File: src/cache_pkg.sv
// cache geometry and the address decode shared by the cache datapath
package cache_pkg;

	// two ways, eight sets, 32-byte lines
	localparam int OFFSET_W       = 5;
	localparam int INDEX_W        = 3;
	localparam int TAG_W          = 24;
	localparam int NUM_SETS       = 8;
	localparam int LINE_W         = 256;
	localparam int WORDS_PER_LINE = 8;

	localparam int LINE_BYTES = LINE_W / 8;               // one mask bit per byte
	localparam int WORD_SEL_W = $clog2(WORDS_PER_LINE);
	localparam int BYTE_SEL_W = OFFSET_W - WORD_SEL_W;    // byte within a word

	// field view of a 32-bit byte address
	typedef struct packed {
		logic [TAG_W-1:0]      tag;
		logic [INDEX_W-1:0]    index;
		logic [WORD_SEL_W-1:0] word;
		logic [BYTE_SEL_W-1:0] byte_off;
	} cache_addr_fields_s;

	// same word seen raw or split into fields
	typedef union packed {
		logic [31:0]        raw;
		cache_addr_fields_s fields;
	} cache_addr_u;

	// one way's tag state at the looked-up set
	typedef struct packed {
		logic [TAG_W-1:0] tag;
		logic             valid;
		logic             dirty;
	} way_info_s;

endpackage

File: src/bus_pkg.sv
// request and response bundles of the CPU port and the line memory port
package bus_pkg;

	// single word access from the CPU
	typedef struct packed {
		logic                   write;
		cache_pkg::cache_addr_u addr;
		logic [31:0]            wdata;
		logic [3:0]             be;     // byte enables
	} cpu_req_s;

	typedef struct packed {
		logic [31:0] rdata;
	} cpu_rsp_s;

	// whole line transfer, address is line aligned
	typedef struct packed {
		logic                          write;
		cache_pkg::cache_addr_u        addr;
		logic [cache_pkg::LINE_W-1:0]  wdata;
	} mem_req_s;

	// valid while the memory ack is high
	typedef struct packed {
		logic [cache_pkg::LINE_W-1:0] rdata;
	} mem_rsp_s;

endpackage

File: src/cache_control.sv
// execute stage: FSM sequencing hits, write-back, refill and both four-phase handshakes
`timescale 1ns/1ps

module cache_control (
	input  logic                           clk,
	input  logic                           arst_n_i,
	input  bus_pkg::cpu_req_s              cpu_req_i,
	input  logic                           cpu_req_valid_i,
	output logic                           cpu_ack_o,
	output bus_pkg::cpu_rsp_s              cpu_rsp_o,
	input  logic                           hit_i,
	input  logic                           hit_way_i,
	input  logic                           victim_way_i,
	input  cache_pkg::way_info_s           victim_info_i,
	input  logic [cache_pkg::LINE_W-1:0]   victim_line_i,
	input  logic [31:0]                    read_word_i,
	output bus_pkg::mem_req_s              mem_req_o,
	output logic                           mem_req_valid_o,
	input  logic                           mem_ack_i,
	output logic                           write0_o,
	output logic                           write1_o,
	output logic                           set_dirty_o,
	output logic                           clear_dirty_o,
	output logic                           fill_sel_o,
	output logic                           lru_update_o,
	output logic                           used_way_o,
	output cache_pkg::cache_addr_u         req_addr_o
);

	typedef enum logic [2:0] {
		st_idle,
		st_lookup,
		st_compare,
		st_wb,
		st_wb_rel,
		st_refill,
		st_refill_rel,
		st_done
	} state_e;

	state_e state_q;
	state_e state_d;

	logic ack_q;
	logic mem_valid_q;
	logic way_q;        // way chosen at compare, held through a miss

	cache_pkg::cache_addr_u req_addr_q;
	logic                   req_write_q;
	bus_pkg::mem_req_s      mem_req_q;
	bus_pkg::cpu_rsp_s      rsp_q;

	cache_pkg::cache_addr_u victim_addr;
	cache_pkg::cache_addr_u refill_addr;

	logic cmp_hit;
	logic fill_now;
	logic way_wr;
	logic ld_wb;
	logic ld_rd;

	always_comb begin
		state_d = state_q;
		ld_wb   = 1'b0;
		ld_rd   = 1'b0;
		case (state_q)
			st_idle: begin
				if (cpu_req_valid_i) begin
					state_d = st_lookup;
				end
			end
			st_lookup: state_d = st_compare; // ways read the set here
			st_compare: begin
				if (hit_i) begin
					state_d = st_done;
				end else if (victim_info_i.valid && victim_info_i.dirty) begin
					state_d = st_wb;
					ld_wb   = 1'b1;
				end else begin
					state_d = st_refill;
					ld_rd   = 1'b1;
				end
			end
			st_wb: begin
				if (mem_ack_i) begin
					state_d = st_wb_rel;
				end
			end
			st_wb_rel: begin
				if (!mem_ack_i) begin
					state_d = st_refill;
					ld_rd   = 1'b1;
				end
			end
			st_refill: begin
				if (mem_ack_i) begin
					state_d = st_refill_rel;
				end
			end
			st_refill_rel: begin
				if (!mem_ack_i) begin
					state_d = st_lookup; // repeat lookup, now a hit
				end
			end
			st_done: begin
				if (!cpu_req_valid_i) begin
					state_d = st_idle;
				end
			end
			default: state_d = st_idle;
		endcase
	end

	// memory addresses of the victim line and the missing line
	always_comb begin
		victim_addr                 = req_addr_q;
		victim_addr.fields.tag      = victim_info_i.tag;
		victim_addr.fields.word     = '0;
		victim_addr.fields.byte_off = '0;
		refill_addr.raw = {req_addr_q.raw[31:cache_pkg::OFFSET_W], {cache_pkg::OFFSET_W{1'b0}}};
	end

	assign cmp_hit  = (state_q == st_compare) && hit_i;
	assign fill_now = (state_q == st_refill) && mem_ack_i; // line captured on first ack
	assign way_wr   = (cmp_hit && req_write_q) || fill_now;

	assign used_way_o    = (state_q == st_compare) ? (hit_i ? hit_way_i : victim_way_i) : way_q;
	assign write0_o      = way_wr && !used_way_o;
	assign write1_o      = way_wr && used_way_o;
	assign set_dirty_o   = cmp_hit;
	assign clear_dirty_o = fill_now;
	assign fill_sel_o    = (state_q == st_refill);
	assign lru_update_o  = cmp_hit;

	always_ff @(posedge clk or negedge arst_n_i) begin
		if (!arst_n_i) begin
			state_q     <= st_idle;
			ack_q       <= 1'b0;
			mem_valid_q <= 1'b0;
			way_q       <= 1'b0;
		end else begin
			state_q     <= state_d;
			ack_q       <= (state_d == st_done);
			mem_valid_q <= (state_d == st_wb) || (state_d == st_refill);
			if (state_q == st_compare) begin
				way_q <= used_way_o;
			end
		end
	end

	always_ff @(posedge clk) begin
		if ((state_q == st_idle) && cpu_req_valid_i) begin
			req_addr_q  <= cpu_req_i.addr;
			req_write_q <= cpu_req_i.write;
		end
		if (ld_wb) begin
			mem_req_q.write <= 1'b1;
			mem_req_q.addr  <= victim_addr;
			mem_req_q.wdata <= victim_line_i;
		end else if (ld_rd) begin
			mem_req_q.write <= 1'b0;
			mem_req_q.addr  <= refill_addr;
		end
		if (cmp_hit) begin
			rsp_q.rdata <= read_word_i; // old word on a write hit
		end
	end

	assign cpu_ack_o       = ack_q;
	assign cpu_rsp_o       = rsp_q;
	assign mem_req_o       = mem_req_q;
	assign mem_req_valid_o = mem_valid_q;
	assign req_addr_o      = req_addr_q;

endmodule

File: config.mk
export PLATFORM = sky130hd
export DESIGN_NAME = cache_control
export DESIGN_NICKNAME = d
export VERILOG_FILES = /design/src/cache_pkg.sv /design/src/bus_pkg.sv /design/src/cache_control.sv
export SDC_FILE = /design/constraint.sdc
export NUM_CORES = 1
export LEC_CHECK = 0
export ABC_CLOCK_PERIOD_IN_PS = 9050
export BUFFER_PORTS_ARGS = -buffer_cell sky130_fd_sc_hd__buf_4
export CORE_AREA = 2 2 296 298
export CTS_BUF_LIST = sky130_fd_sc_hd__clkbuf_2
export CTS_CLUSTER_SIZE = 16
export DETAILED_ROUTE_END_ITERATION = 8
export DIE_AREA = 0 0 298 300
export PLACE_DENSITY = 0.34
export REMOVE_ABC_BUFFERS = 1
export SETUP_SLACK_MARGIN = 0.15
export SLEW_MARGIN = 20
export SYNTH_ARGS = -nofsm -noshare
export SYNTH_HDL_FRONTEND = slang
export SYNTH_SLANG_ARGS = --single-unit
File: constraint.sdc
create_clock -name clk -period 9.05 [get_ports clk]
set_input_delay 0.4525 -clock clk [delete_from_list [all_inputs] [get_ports clk]]
set_output_delay 0.4525 -clock clk [all_outputs]
set_load 0.1 [all_outputs]
==> results of run 1 <==
==> synth_stat cells, drive strengths merged, types with 2 or more instances <==
cell / count / area share, %
a21o: 2 / 0.13
mux2i: 3 / 0.27
o21ai: 2 / 0.089
buf: 11 / 0.76
edfxtp: 348 / 93
nor2: 6 / 0.20
nor3: 3 / 0.13
nor2b: 2 / 0.11
nand2b: 2 / 0.11
mux2: 24 / 2.4
dfrtp: 6 / 1.3
nand2: 2 / 0.067
inv: 4 / 0.13
a21oi: 6 / 0.27
==> logic make-up after synthesis <==
family                 after synthesis  share of synthesized area, %
flip-flops                         355                          94.4
AND/OR/NAND/NOR                     22                          1.21
AO/OA/AOI/OAI                       15                         0.823
buffers and inverters               15                         0.889
multiplexers                        27                          2.67
other                                1                        0.0333
==> through the flow <==
| stage | utilization, % | TNS (ns) | cell area, sq um | cells | worst slack [ns] |
|---|---|---|---|---|---|
| detailed placement | 20.9 | 0 | 18000 | 2301 | 6.01 |
| global placement | 20.9 | 0 | 18000 | 2301 | 6.00 |
| floorplan | - | -268.69 | 11200 | 428 | -1.50 |
==> key figures, run 1 <==
Status
  • Status: did not finish
  • Stop stage: clock tree synthesis
  • First Err: [ERROR RSZ-0060] Max buffer count reached.

Floorplan
  • Die width: roughly 300 um
  • Number of top-level pins: ~750
  • Initial Utilization: roughly an eighth
  • Rows: ~110
  • Die height: 300 um

Synth
  • Syn Inst Count: 435
  • Count of flip-flops with a built-in enable after synthesis: 348
  • Most used DFF post-synth: edfxtp_1
  • Synth Area per Inst: between 20 and 30 sq um
  • Post-synthesis cell type count: 32
  • FF+latch count, synth: about 360
  • Post-synth ARST share: between 1.5 and 2%
  • Sequential element share of the synthesized area: a little over nine tenths
  • Post-Syn Area: ~11000 sq um
  • YS warnings: 0

Placement
  • GP Congestion: just over 0.8
  • IO buf count: between 700 and 800
  • HPWL Detailed: ~34000 um

CTS
  • CTS Sinks: about 360
  • Post-CTS Setup Bufs: 0
  • Num CTS Buffers: slightly above 100
  • Hold Buf Count CTS: approximately 500
  • Post-cts sizing count: 0
  • CTS Root Cell: clkbuf_2
  • H-tree depth: 3
  • Max Buffers Root-to-Sink: 3
==> run 2: changes to the inputs <==
Settings changed: CORE_AREA 2 2 296 298 to 2 2 295 297, CTS_BUF_LIST sky130_fd_sc_hd__clkbuf_2 to default, CTS_CLUSTER_SIZE 16 to default, DIE_AREA 0 0 298 300 to 0 0 297 299, PLACE_DENSITY 0.34 to default, PLACE_DENSITY_LB_ADDON from default to 0.15, SETUP_SLACK_MARGIN 0.15 to default.
==> key figures, run 2 <==
Status
  • Status: completed

CTS
  • Num CTS Buffers: 44
  • CTS Root Cell: clkbuf_16
  • Max Buffers Root-to-Sink: 3
  • CTS Sinks: 355
  • H-tree depth: 2
  • TritonCTS clock tree: yes
  • Post-cts sizing count: 0
  • Later-pin clock latency in the skew report: between 0.5 and 0.6 ns
  • Reg clk slew, reported paths: about 0.070 ns

STA
  • Final Hold Violating Endpoints: 0
  • RSZ-0062 raised after global routing: false
  • Final setup viols: 0
  • Setup TNS: 0 ns
  • WHS: a little under 0.06 ns
  • Skew final: between 0.02 and 0.025 ns
  • Slew HR: around a third
  • Final period demand of the worst path: 3.41 ns
  • Max Freq: slightly below 0.3 GHz
  • Slew @ Worst Pin: about 0.99 ns
  • Max Transition Viols Final: 0
  • Final Cycle Share: 37.7%

Synth
  • YS warnings: 0
  • Most used DFF post-synth: edfxtp_1
  • Largest cells by area after synthesis: edfxtp_1, mux2_2, dfrtp_1
  • Cell taking the most area after synthesis: edfxtp_1
  • Post-synthesis cell type count: 32
  • Most frequent cells after synthesis: edfxtp_1, mux2_2, buf_4
  • FF+latch count, synth: between 300 and 400
  • Count leader, synth: edfxtp_1
  • Post-Syn Area: around 11000 sq um
  • Count of flip-flops with a built-in enable after synthesis: 348
  • Post-synth ARST share: under 10%
  • Synth Area per Inst: between 20 and 30 sq um
  • Sequential element share of the synthesized area: ~94%
  • Syn Inst Count: about 440
  • Share of the synthesized area in the top cell type: roughly 93%

Detailed routing
  • DR vias: a little over 7000
  • DR WL/cell: 17.3 um
  • Vias per cell: between 3 and 4
  • DRC: 0
  • DRT iter0 DRCs: roughly 240
  • Routed WL: ~41000 um
  • Post-route ant nets: 0
  • DR pass1 iterations: 5

GRT
  • GR Layer Usage met1: between 8 and 9%
  • Total GRT Usage: just under 9%
  • Most used routing layer: met2
  • Met2 usage: 16.1%
  • Vias in the first global route: 7779
  • First-pass GRT wire length: about 56000 um
  • Met3 Use GR: 4.28%
  • Initial antenna violation count: 5
  • Largest net degree at the start of global routing: 73
  • GRT overflow: 0

Pwr
  • Clock power frac: a little over a third
  • Flop pwr share: 41.5%
  • Static leakage: about 7.6 nW
  • Power Density: 246 nW/um^2
  • Maximum vdd drop: around 0.17 mV
  • Comb pwr share: 23.4%
  • Internal power: 3.16 mW
  • Net Switching: 1.63 mW
  • Switching share of total power: between 30% and 40%

Layout
  • Share of cells above drive strength 1: 65.8%
  • Max reg flops: 284
  • Commonest non-fill, non-tap cells in the layout: buf_4, edfxtp_1, clkbuf_16
  • Final net count: around 1600
  • Area grow syn2layout: 72.8%
  • Final core utilization: 22.6%
  • Commonest non-fill, non-tap cell in the layout: buf_4

Floorplan
  • Die height: 299 um
  • Initial Utilization: between 10% and 20%
  • Die area: about 89000 sq um
  • Number of top-level pins: between 700 and 800
  • Core Region: 85900 sq um
  • Rows: approximately 110
  • Die width: between 200 and 300 um

Setup path
  • Worst path required time: between 8 and 9 ns
  • Critical Path AT: approximately 3.0 ns
  • CP startpoint kind: flip-flop
  • Setup CP Type: reg2out
  • Crit. End Element: primary output
  • Largest fanout on the critical path: 35

Job
  • Max-cap violation count: 0

Worst hold path
  • Worst hold path class: in2reg

Placement
  • IO buf count: 710
  • HPWL Detailed: ~32000 um
  • GP Congestion: around 0.76
## run 2: timing repair
action / in CTS / in global routing
hold buffers: 5 / 0
buffers inserted: 0 / 0
hold endpoints to repair: 10 / 0
## run 2: power groups by stage
| stage | Sequential [mW] | Combinational (mW) | Clock (mW) |
|---|---|---|---|
| 6_report | 1.99 | 1.12 | 1.68 |
| 5_1_grt | 2.00 | 1.16 | 1.82 |
| 4_1_cts | 1.99 | 1.14 | 1.77 |
| 3_5_place_dp | 2.03 | 1.13 | 0 |
| 3_3_place_gp | 2.02 | 1.14 | 0 |
| 2_1_floorplan | 2.63 | 0.190 | 0 |
## run 2: path summary, 6_finish.rpt
kind	startpoint	end	slack [ns]	depth (start not counted)
min in group asynchronous	arst_n_i	state_q[2]	0.26	2
max in group asynchronous	arst_n_i	cpu_ack_o	8.66	2
setup / recovery	state_q[0]	write0_o	5.64	6
hold reg to reg	req_addr_o[7]	mem_req_o[263]	0.47	0
hold / removal	victim_line_i[228]	mem_req_o[228]	0.06	1
setup reg to reg	state_q[1]	mem_req_o[265]	6.08	5
## run 2: cell families after synthesis
| logic type | share of synthesized area [%] |
|---|---|
| buf+inv | 0.889 |
| compound gates | 0.823 |
| flops | 94.4 |
| other cells | 0.0333 |
| simple gates | 1.21 |
| mux | 2.67 |
## run 2: layout make-up
class                      count  area [sq um]
antenna                        1          2.50
multi-input combinational     69           557
timing repair buffer         724          5450
tap                         1155          1450
fill                        9141         66500
clock buffer                  55          1160
inverter                       4          15.0
sequential                   355         10600
clock inverter                25           198
## run 2: per-stage QoR
step                      power [mW]  std cells  setup slack [ns]  cell area [sq um]
after floorplan                 2.82        428             -1.50              11200
after global placement          3.16       2302              5.90              18000
after detailed placement        3.16       2302              5.88              18000
after CTS                       4.90       2387              5.43              19400
after global routing            4.99       2387              5.36              19400
final                           4.79       2388              5.64              19400
## run 2: layer usage
metal  share of wire, %  wire [um]
met1                 33      13700
met2                 53      21900
met3                 11       4570
met4                2.5       1050
met5                  0          0
## run 2: worst max-delay path, stage by stage (launching register included)
cell and delay (ns):
dfrtp_1 0.53, nor3b_1 0.66, and2_1 0.22, buf_4 0.40, a21oi_1 0.16, nor2_1 0.13
buf_4 0.30
Note: power is estimated with default switching activity, not from simulation.
==> run 3: changes to the inputs <==
Settings changed: ABC_AREA from default to 1, ABC_CLOCK_PERIOD_IN_PS 9050 to 3300, CORE_AREA 2 2 295 297 to 2 2 296 298, DIE_AREA 0 0 297 299 to 0 0 298 300.
Clock period 9.05 ns to 3.3 ns, I/O delays scaled along.
==> key figures, run 3 <==
Synth
  • Sequential element share of the synthesized area: a little over nine tenths
  • Syn Inst Count: just over 500
  • Cell taking the most area after synthesis: edfxtp_1
  • YS warnings: 0
  • Post-Syn Area: 11300 sq um
  • Post-synth ARST share: under 10%
  • Synth Area per Inst: 22.0 sq um
  • Count of flip-flops with a built-in enable after synthesis: between 300 and 400
  • Post-synthesis cell type count: 22
  • Largest cells by area after synthesis: edfxtp_1, nand2_1, dfrtp_1
  • Most used DFF post-synth: edfxtp_1
  • FF+latch count, synth: 355
  • Count leader, synth: edfxtp_1
  • Share of the synthesized area in the top cell type: just over 90%
  • Most frequent cells after synthesis: edfxtp_1, nand2_1, nor2_1

Layout
  • Final net count: approximately 2000
  • Commonest non-fill, non-tap cells in the layout: buf_4, dlygate4sd3_1, edfxtp_1
  • Final instance area: 23100 sq um
  • Max reg flops: about 280
  • Area grow syn2layout: 104%
  • Final core utilization: between 20 and 30%
  • Share of cells above drive strength 1: a little under half
  • Commonest non-fill, non-tap cell in the layout: buf_4

STA
  • Max Transition Viols Final: 0
  • Final Cycle Share: between 70% and 80%
  • Final Hold Violating Endpoints: 0
  • Final period demand of the worst path: around 2.5 ns
  • RSZ-0062 raised after global routing: false
  • Slew @ Worst Pin: roughly 0.87 ns
  • Final setup viols: 0
  • Max Freq: 0.394 GHz
  • Skew final: slightly above 0.03 ns
  • Slew HR: a little over two fifths

CTS
  • Reg clk slew, reported paths: around 0.050 ns
  • H-tree depth: 2
  • Num CTS Buffers: 46
  • TritonCTS clock tree: yes
  • Max Buffers Root-to-Sink: 3
  • Post-CTS Setup Bufs: 0
  • Post-cts sizing count: 0
  • CTS Root Cell: clkbuf_16
  • Later-pin clock latency in the skew report: between 0.5 and 0.6 ns
  • CTS Sinks: between 300 and 400

Detailed routing
  • DRC: 0
  • DR vias: approximately 9000
  • Routed WL: about 46000 um
  • Vias per cell: between 3 and 4
  • Post-route ant nets: 0
  • DRT iter0 DRCs: 349
  • DR pass1 iterations: 4
  • DR WL/cell: 16.4 um

Setup path
  • Most common cell on crit path: nand2_1
  • Largest fanout on the critical path: 13
  • Worst path required time: 3.13 ns
  • Cell chain of the critical path: inv_2, nand2_1, nor2_1, nand2_1, inv_1, buf_4
  • Critical Path AT: 2.37 ns
  • Slowest-stage cell, CP: inv_1
  • Critical Path Max Stage Delay: approximately 0.46 ns
  • CP startpoint kind: flip-flop
  • Setup CP Type: reg2out
  • R2R setup slack: 1.16 ns
  • Crit. End Element: primary output

Worst hold path
  • Worst hold path class: in2reg

Floorplan
  • Core Region: around 86000 sq um
  • Die area: 89400 sq um
  • Initial Utilization: a little over an eighth
  • Die width: 298 um
  • Rows: 108
  • Number of top-level pins: 752
  • Die height: about 300 um

Placement
  • Placed Area: about 18000 sq um
  • IO buf count: about 700
  • GP Congestion: approximately 0.78
  • HPWL Detailed: approximately 34000 um

GRT
  • GRT overflow: 0
  • Initial antenna violation count: 12
  • Total GRT Usage: 9.80%
  • Vias in the first global route: between 9000 and 10000
  • First-pass GRT wire length: 64700 um
  • Largest net degree at the start of global routing: between 100 and 150

Pwr
  • Power Density: just over 600 nW/um^2
  • Maximum vdd drop: 0.423 mV
  • Static leakage: slightly above 9 nW

Job
  • Max-cap violation count: 0

Status
  • Status: completed
-- run 3: cell types whose count changed in the layout (fill, tap and decap cells not counted), moves of 3 or more --
cell,delta
clkinv_2,-5
o21ai_1,+3
nor2_1,+12
nand2_1,+96
clkinv_1,+6
mux2_2,-22
clkbuf_16,+3
buf_4,-4
nand3_1,+6
a21oi_1,-5
dlygate4sd3_1,+346
buf_12,+5
inv_1,+9
-- run 3: cells by family (layout without fill, tap and decap cells) --
family                 count (synthesis)  in the layout  synth area share [%]
flip-flops                           355            355                  93.7
AO/OA/AOI/OAI                          6              6                 0.265
other                                  1              8                0.0331
multiplexers                           1              1                0.0883
AND/OR/NAND/NOR                      127            127                  4.55
buffers and inverters                 26           1168                  1.39
-- run 3: layout make-up --
cell class | count | area [sq um]
Fill cell | 9014 | 63100
Sequential cell | 355 | 10600
Timing Repair Buffer | 1071 | 8980
Tap cell | 1155 | 1450
Clock buffer | 57 | 1210
Multi-Input combinational cell | 139 | 586
Clock inverter | 25 | 205
Inverter | 15 | 60.1
Antenna cell | 3 | 7.51
-- run 3: routing by layer --
| layer | track usage (%) | up-vias | routed length [um] |
|---|---|---|---|
| li1 | - | 4174 | - |
| met1 | 10.2 | 4260 | 16300 |
| met2 | 17.8 | 462 | 24000 |
| met3 | 4.28 | 70 | 4840 |
| met4 | 2.97 | 8 | 1110 |
| met5 | 0 | - | 54 |
-- run 3: power breakdown --
group	switching [mW]	leakage [nW]	internal, mW
sequential	0.142	3.23	5.38
clock	1.99	0.685	2.83
combinational	2.89	5.41	1.01
-- run 3: path summary, 6_finish.rpt --
| path | from | cells past startpoint | endpoint |
|---|---|---|---|
| worst max-delay path | state_q[0] | 6 | set_dirty_o |
| worst max register to register | state_q[2] | 4 | mem_req_o[101] |
| min in group asynchronous | arst_n_i | 3 | way_q |
| worst min register to register | req_addr_o[6] | 0 | mem_req_o[262] |
| max in group asynchronous | arst_n_i | 3 | state_q[2] |
| worst min-delay path | victim_info_i[1] | 5 | state_q[1] |
-- run 3: metrics by stage --
step / power (mW) / setup slack [ns] / TNS [ns] / hold WS [ns] / std cells
after global routing: 14.8 / 0.600 / 0 / 0.0512 / 2818
after floorplan: 8.11 / -0.584 / -73.82 / -0.131 / 509
final: 14.2 / 0.764 / 0 / 0.0719 / 2820
after global placement: 9.20 / 1.18 / 0 / -0.00241 / 2384
after detailed placement: 9.20 / 1.18 / 0 / -0.00509 / 2384
after CTS: 14.5 / 0.669 / 0 / 0.00265 / 2817
-- run 3: worst max-delay path, delay by kind of cell, from the launching register on --
kind	cells	cell delay (ns)
buffers and inverters	3	0.95
flip-flops	1	0.42
AND/OR/NAND/NOR	3	0.40
-- run 3: what timing repair did --
| item | CTS | global route |
|---|---|---|
| hold buffers | 351 | 0 |
| endpoints found under the setup margin | 0 | 0 |
| hold endpoints to repair | 356 | 0 |
==> run 4: changes to the inputs <==
Settings changed: ABC_CLOCK_PERIOD_IN_PS 3300 to 2050.
Clock period 3.3 ns to 2.05 ns, I/O delays scaled along.
==> key figures, run 4 (synthesis results as in run 3) <==
Status
  • Status: completed

Pwr
  • Static leakage: roughly 9.5 nW
  • Maximum vdd drop: 0.818 mV
  • Total Power: 23.0 mW
  • Power Density: between 900 and 1000 nW/um^2

Placement
  • HPWL Detailed: ~35000 um
  • IO buf count: 710
  • # placed instances: 2398
  • Placed Area: about 18000 sq um
  • GP Congestion: 0.779

Worst hold path
  • Endpoint, Worst Hold: cpu_rsp_o[1]
  • Worst hold path class: in2reg
  • Hold_sp: hit_i
  • Worst Hold Depth: 3

CTS
  • Num CTS Buffers: 44
  • Later-pin clock latency in the skew report: between 0.5 and 0.6 ns
  • Reg clk slew, reported paths: about 0.060 ns
  • CTS Sinks: between 300 and 400
  • TritonCTS clock tree: yes
  • Max Buffers Root-to-Sink: 3
  • H-tree depth: 2
  • CTS Root Cell: clkbuf_16

Detailed routing
  • Routed WL: ~47000 um
  • DR pass1 iterations: 4
  • DR vias: 9036
  • Vias per cell: 3.18
  • DRT iter0 DRCs: 338
  • DRC: 0
  • DR WL/cell: about 16 um
  • Post-route ant nets: 0

STA
  • Max Transition Viols Final: 0
  • Max Freq: slightly below 0.5 GHz
  • RSZ-0062 raised after global routing: true
  • Final setup viols: 0
  • Skew final: 0.0113 ns
  • Setup TNS: 0 ns
  • Final period demand of the worst path: a little over 2 ns
  • Final Hold Violating Endpoints: 0
  • Final Cycle Share: between 90% and 100%

Floorplan
  • Rows: approximately 110
  • Die width: roughly 300 um
  • Number of top-level pins: around 750
  • Initial Utilization: between 10% and 20%
  • Die area: between 80000 and 90000 sq um
  • Die height: ~300 um
  • Core Region: between 80000 and 90000 sq um

Layout
  • Area of the multi-input gates: 651 sq um
  • Diode count: 0
  • Final instance area: 23400 sq um
  • Final net count: just over 2000
  • Fill cells: around 8900
  • Share of cells above drive strength 1: between 40% and 50%
  • Commonest non-fill, non-tap cells in the layout: buf_4, dlygate4sd3_1, edfxtp_1
  • Max reg flops: ~280
  • Storage cell area: roughly 11000 sq um
  • Commonest non-fill, non-tap cell in the layout: buf_4
  • Non-Filler Instances: 2840
  • Area grow syn2layout: 107%

Setup path
  • Crit Reg-Reg Startpoint: state_q[0]
  • Largest fanout on the critical path: 6
  • Crit. End Element: primary output
  • Most common cell on crit path: inv_1
  • CP startpoint kind: flip-flop
  • R2R setup slack: between 0.2 and 0.25 ns
  • Slowest-stage cell, CP: dfrtp_2
  • Cell chain of the critical path: inv_1, nand2_1, nor2_2, inv_1, o21ai_4, inv_2, nor2_4, buf_12
  • Critical Path AT: between 1.5 and 2 ns
  • Critical Path Max Stage Delay: 0.47 ns
  • Setup CP Type: reg2out
  • RR Endpoint: mem_req_o[67]
  • Worst reg-to-reg path cell count: 7
  • Worst path required time: 1.95 ns

GRT
  • Initial antenna violation count: 8
  • Vias in the first global route: between 9000 and 10000
  • Largest net degree at the start of global routing: 37
  • GRT overflow: 0
  • Total GRT Usage: 9.88%
  • First-pass GRT wire length: 65200 um

Job
  • Max-cap violation count: 0
==> run 4: cell count changes in the layout (fill, tap and decap cells not counted), moves of 3 or more <==
cell	delta
clkinv_2	+3
buf_12	+7
dlygate4sd3_1	+4
nor2_1	-3
buf_4	+11
inv_1	-3
inv_2	+3
nand2_1	-3
diode_2	-3
==> run 4: metrics by stage <==
| stage | util, % | worst slack [ns] | hold WS, ns |
|---|---|---|---|
| final | 27.2 | 0.0358 | 0.0560 |
| after CTS | 27.1 | -0.0558 | 0.00563 |
| after global routing | 27.2 | -0.0669 | 0.0508 |
| after global placement | 21.3 | 0.231 | -0.0707 |
| after detailed placement | 21.3 | 0.219 | -0.0696 |
| after floorplan | - | -1.83 | -0.193 |
==> run 4: cell type report <==
type | count | share of cell area, %
multi-input combinational | 139 | 2.78
tap | 1155 | 6.17
sequential | 355 | 45.4
inverter | 15 | 0.257
clock buffer | 57 | 5.04
clock inverter | 24 | 0.802
timing repair buffer | 1095 | 39.6
==> run 4: worst max path at each step <==
stage                          end  slack (ns)       start
detailed placement  mem_req_o[116]        0.22  state_q[2]
finish                    write0_o        0.04  state_q[1]
global route              write0_o       -0.07  state_q[0]
CTS                       write0_o       -0.06  state_q[0]
global placement    mem_req_o[116]        0.23  state_q[2]
floorplan           mem_req_o[264]       -1.83  state_q[2]
==> run 4: timing repair <==
item | 4_1_cts | 5_1_grt
hold buffers | 355 | 0
resized for setup | 25 | 3
hold endpoints to repair | 357 | 0
endpoints found under the setup margin | 5 | 3
setup buffers | 5 | 1
pin swaps | 5 | 4
==> run 4: per-layer routing <==
metal	track usage, %	part of all wire, %
met5	0	0.069
met3	3.89	9.1
met1	10.4	36
met4	3.19	2.7
met2	17.9	52
==> run 4: worst max-delay path, delay by kind of cell, from the launching register on <==
family,cells,cell delay [ns]
compound gates,1,0.07
simple gates,3,0.38
flops,1,0.47
buf+inv,4,0.42
==> run 4: where the power goes <==
part / switching (mW) / internal (mW) / leakage (nW)
registers: 0.242 / 8.65 / 3.23
clock network: 3.10 / 4.42 / 0.672
logic: 4.76 / 1.84 / 5.57
total: 8.11 / 14.9 / 9.47
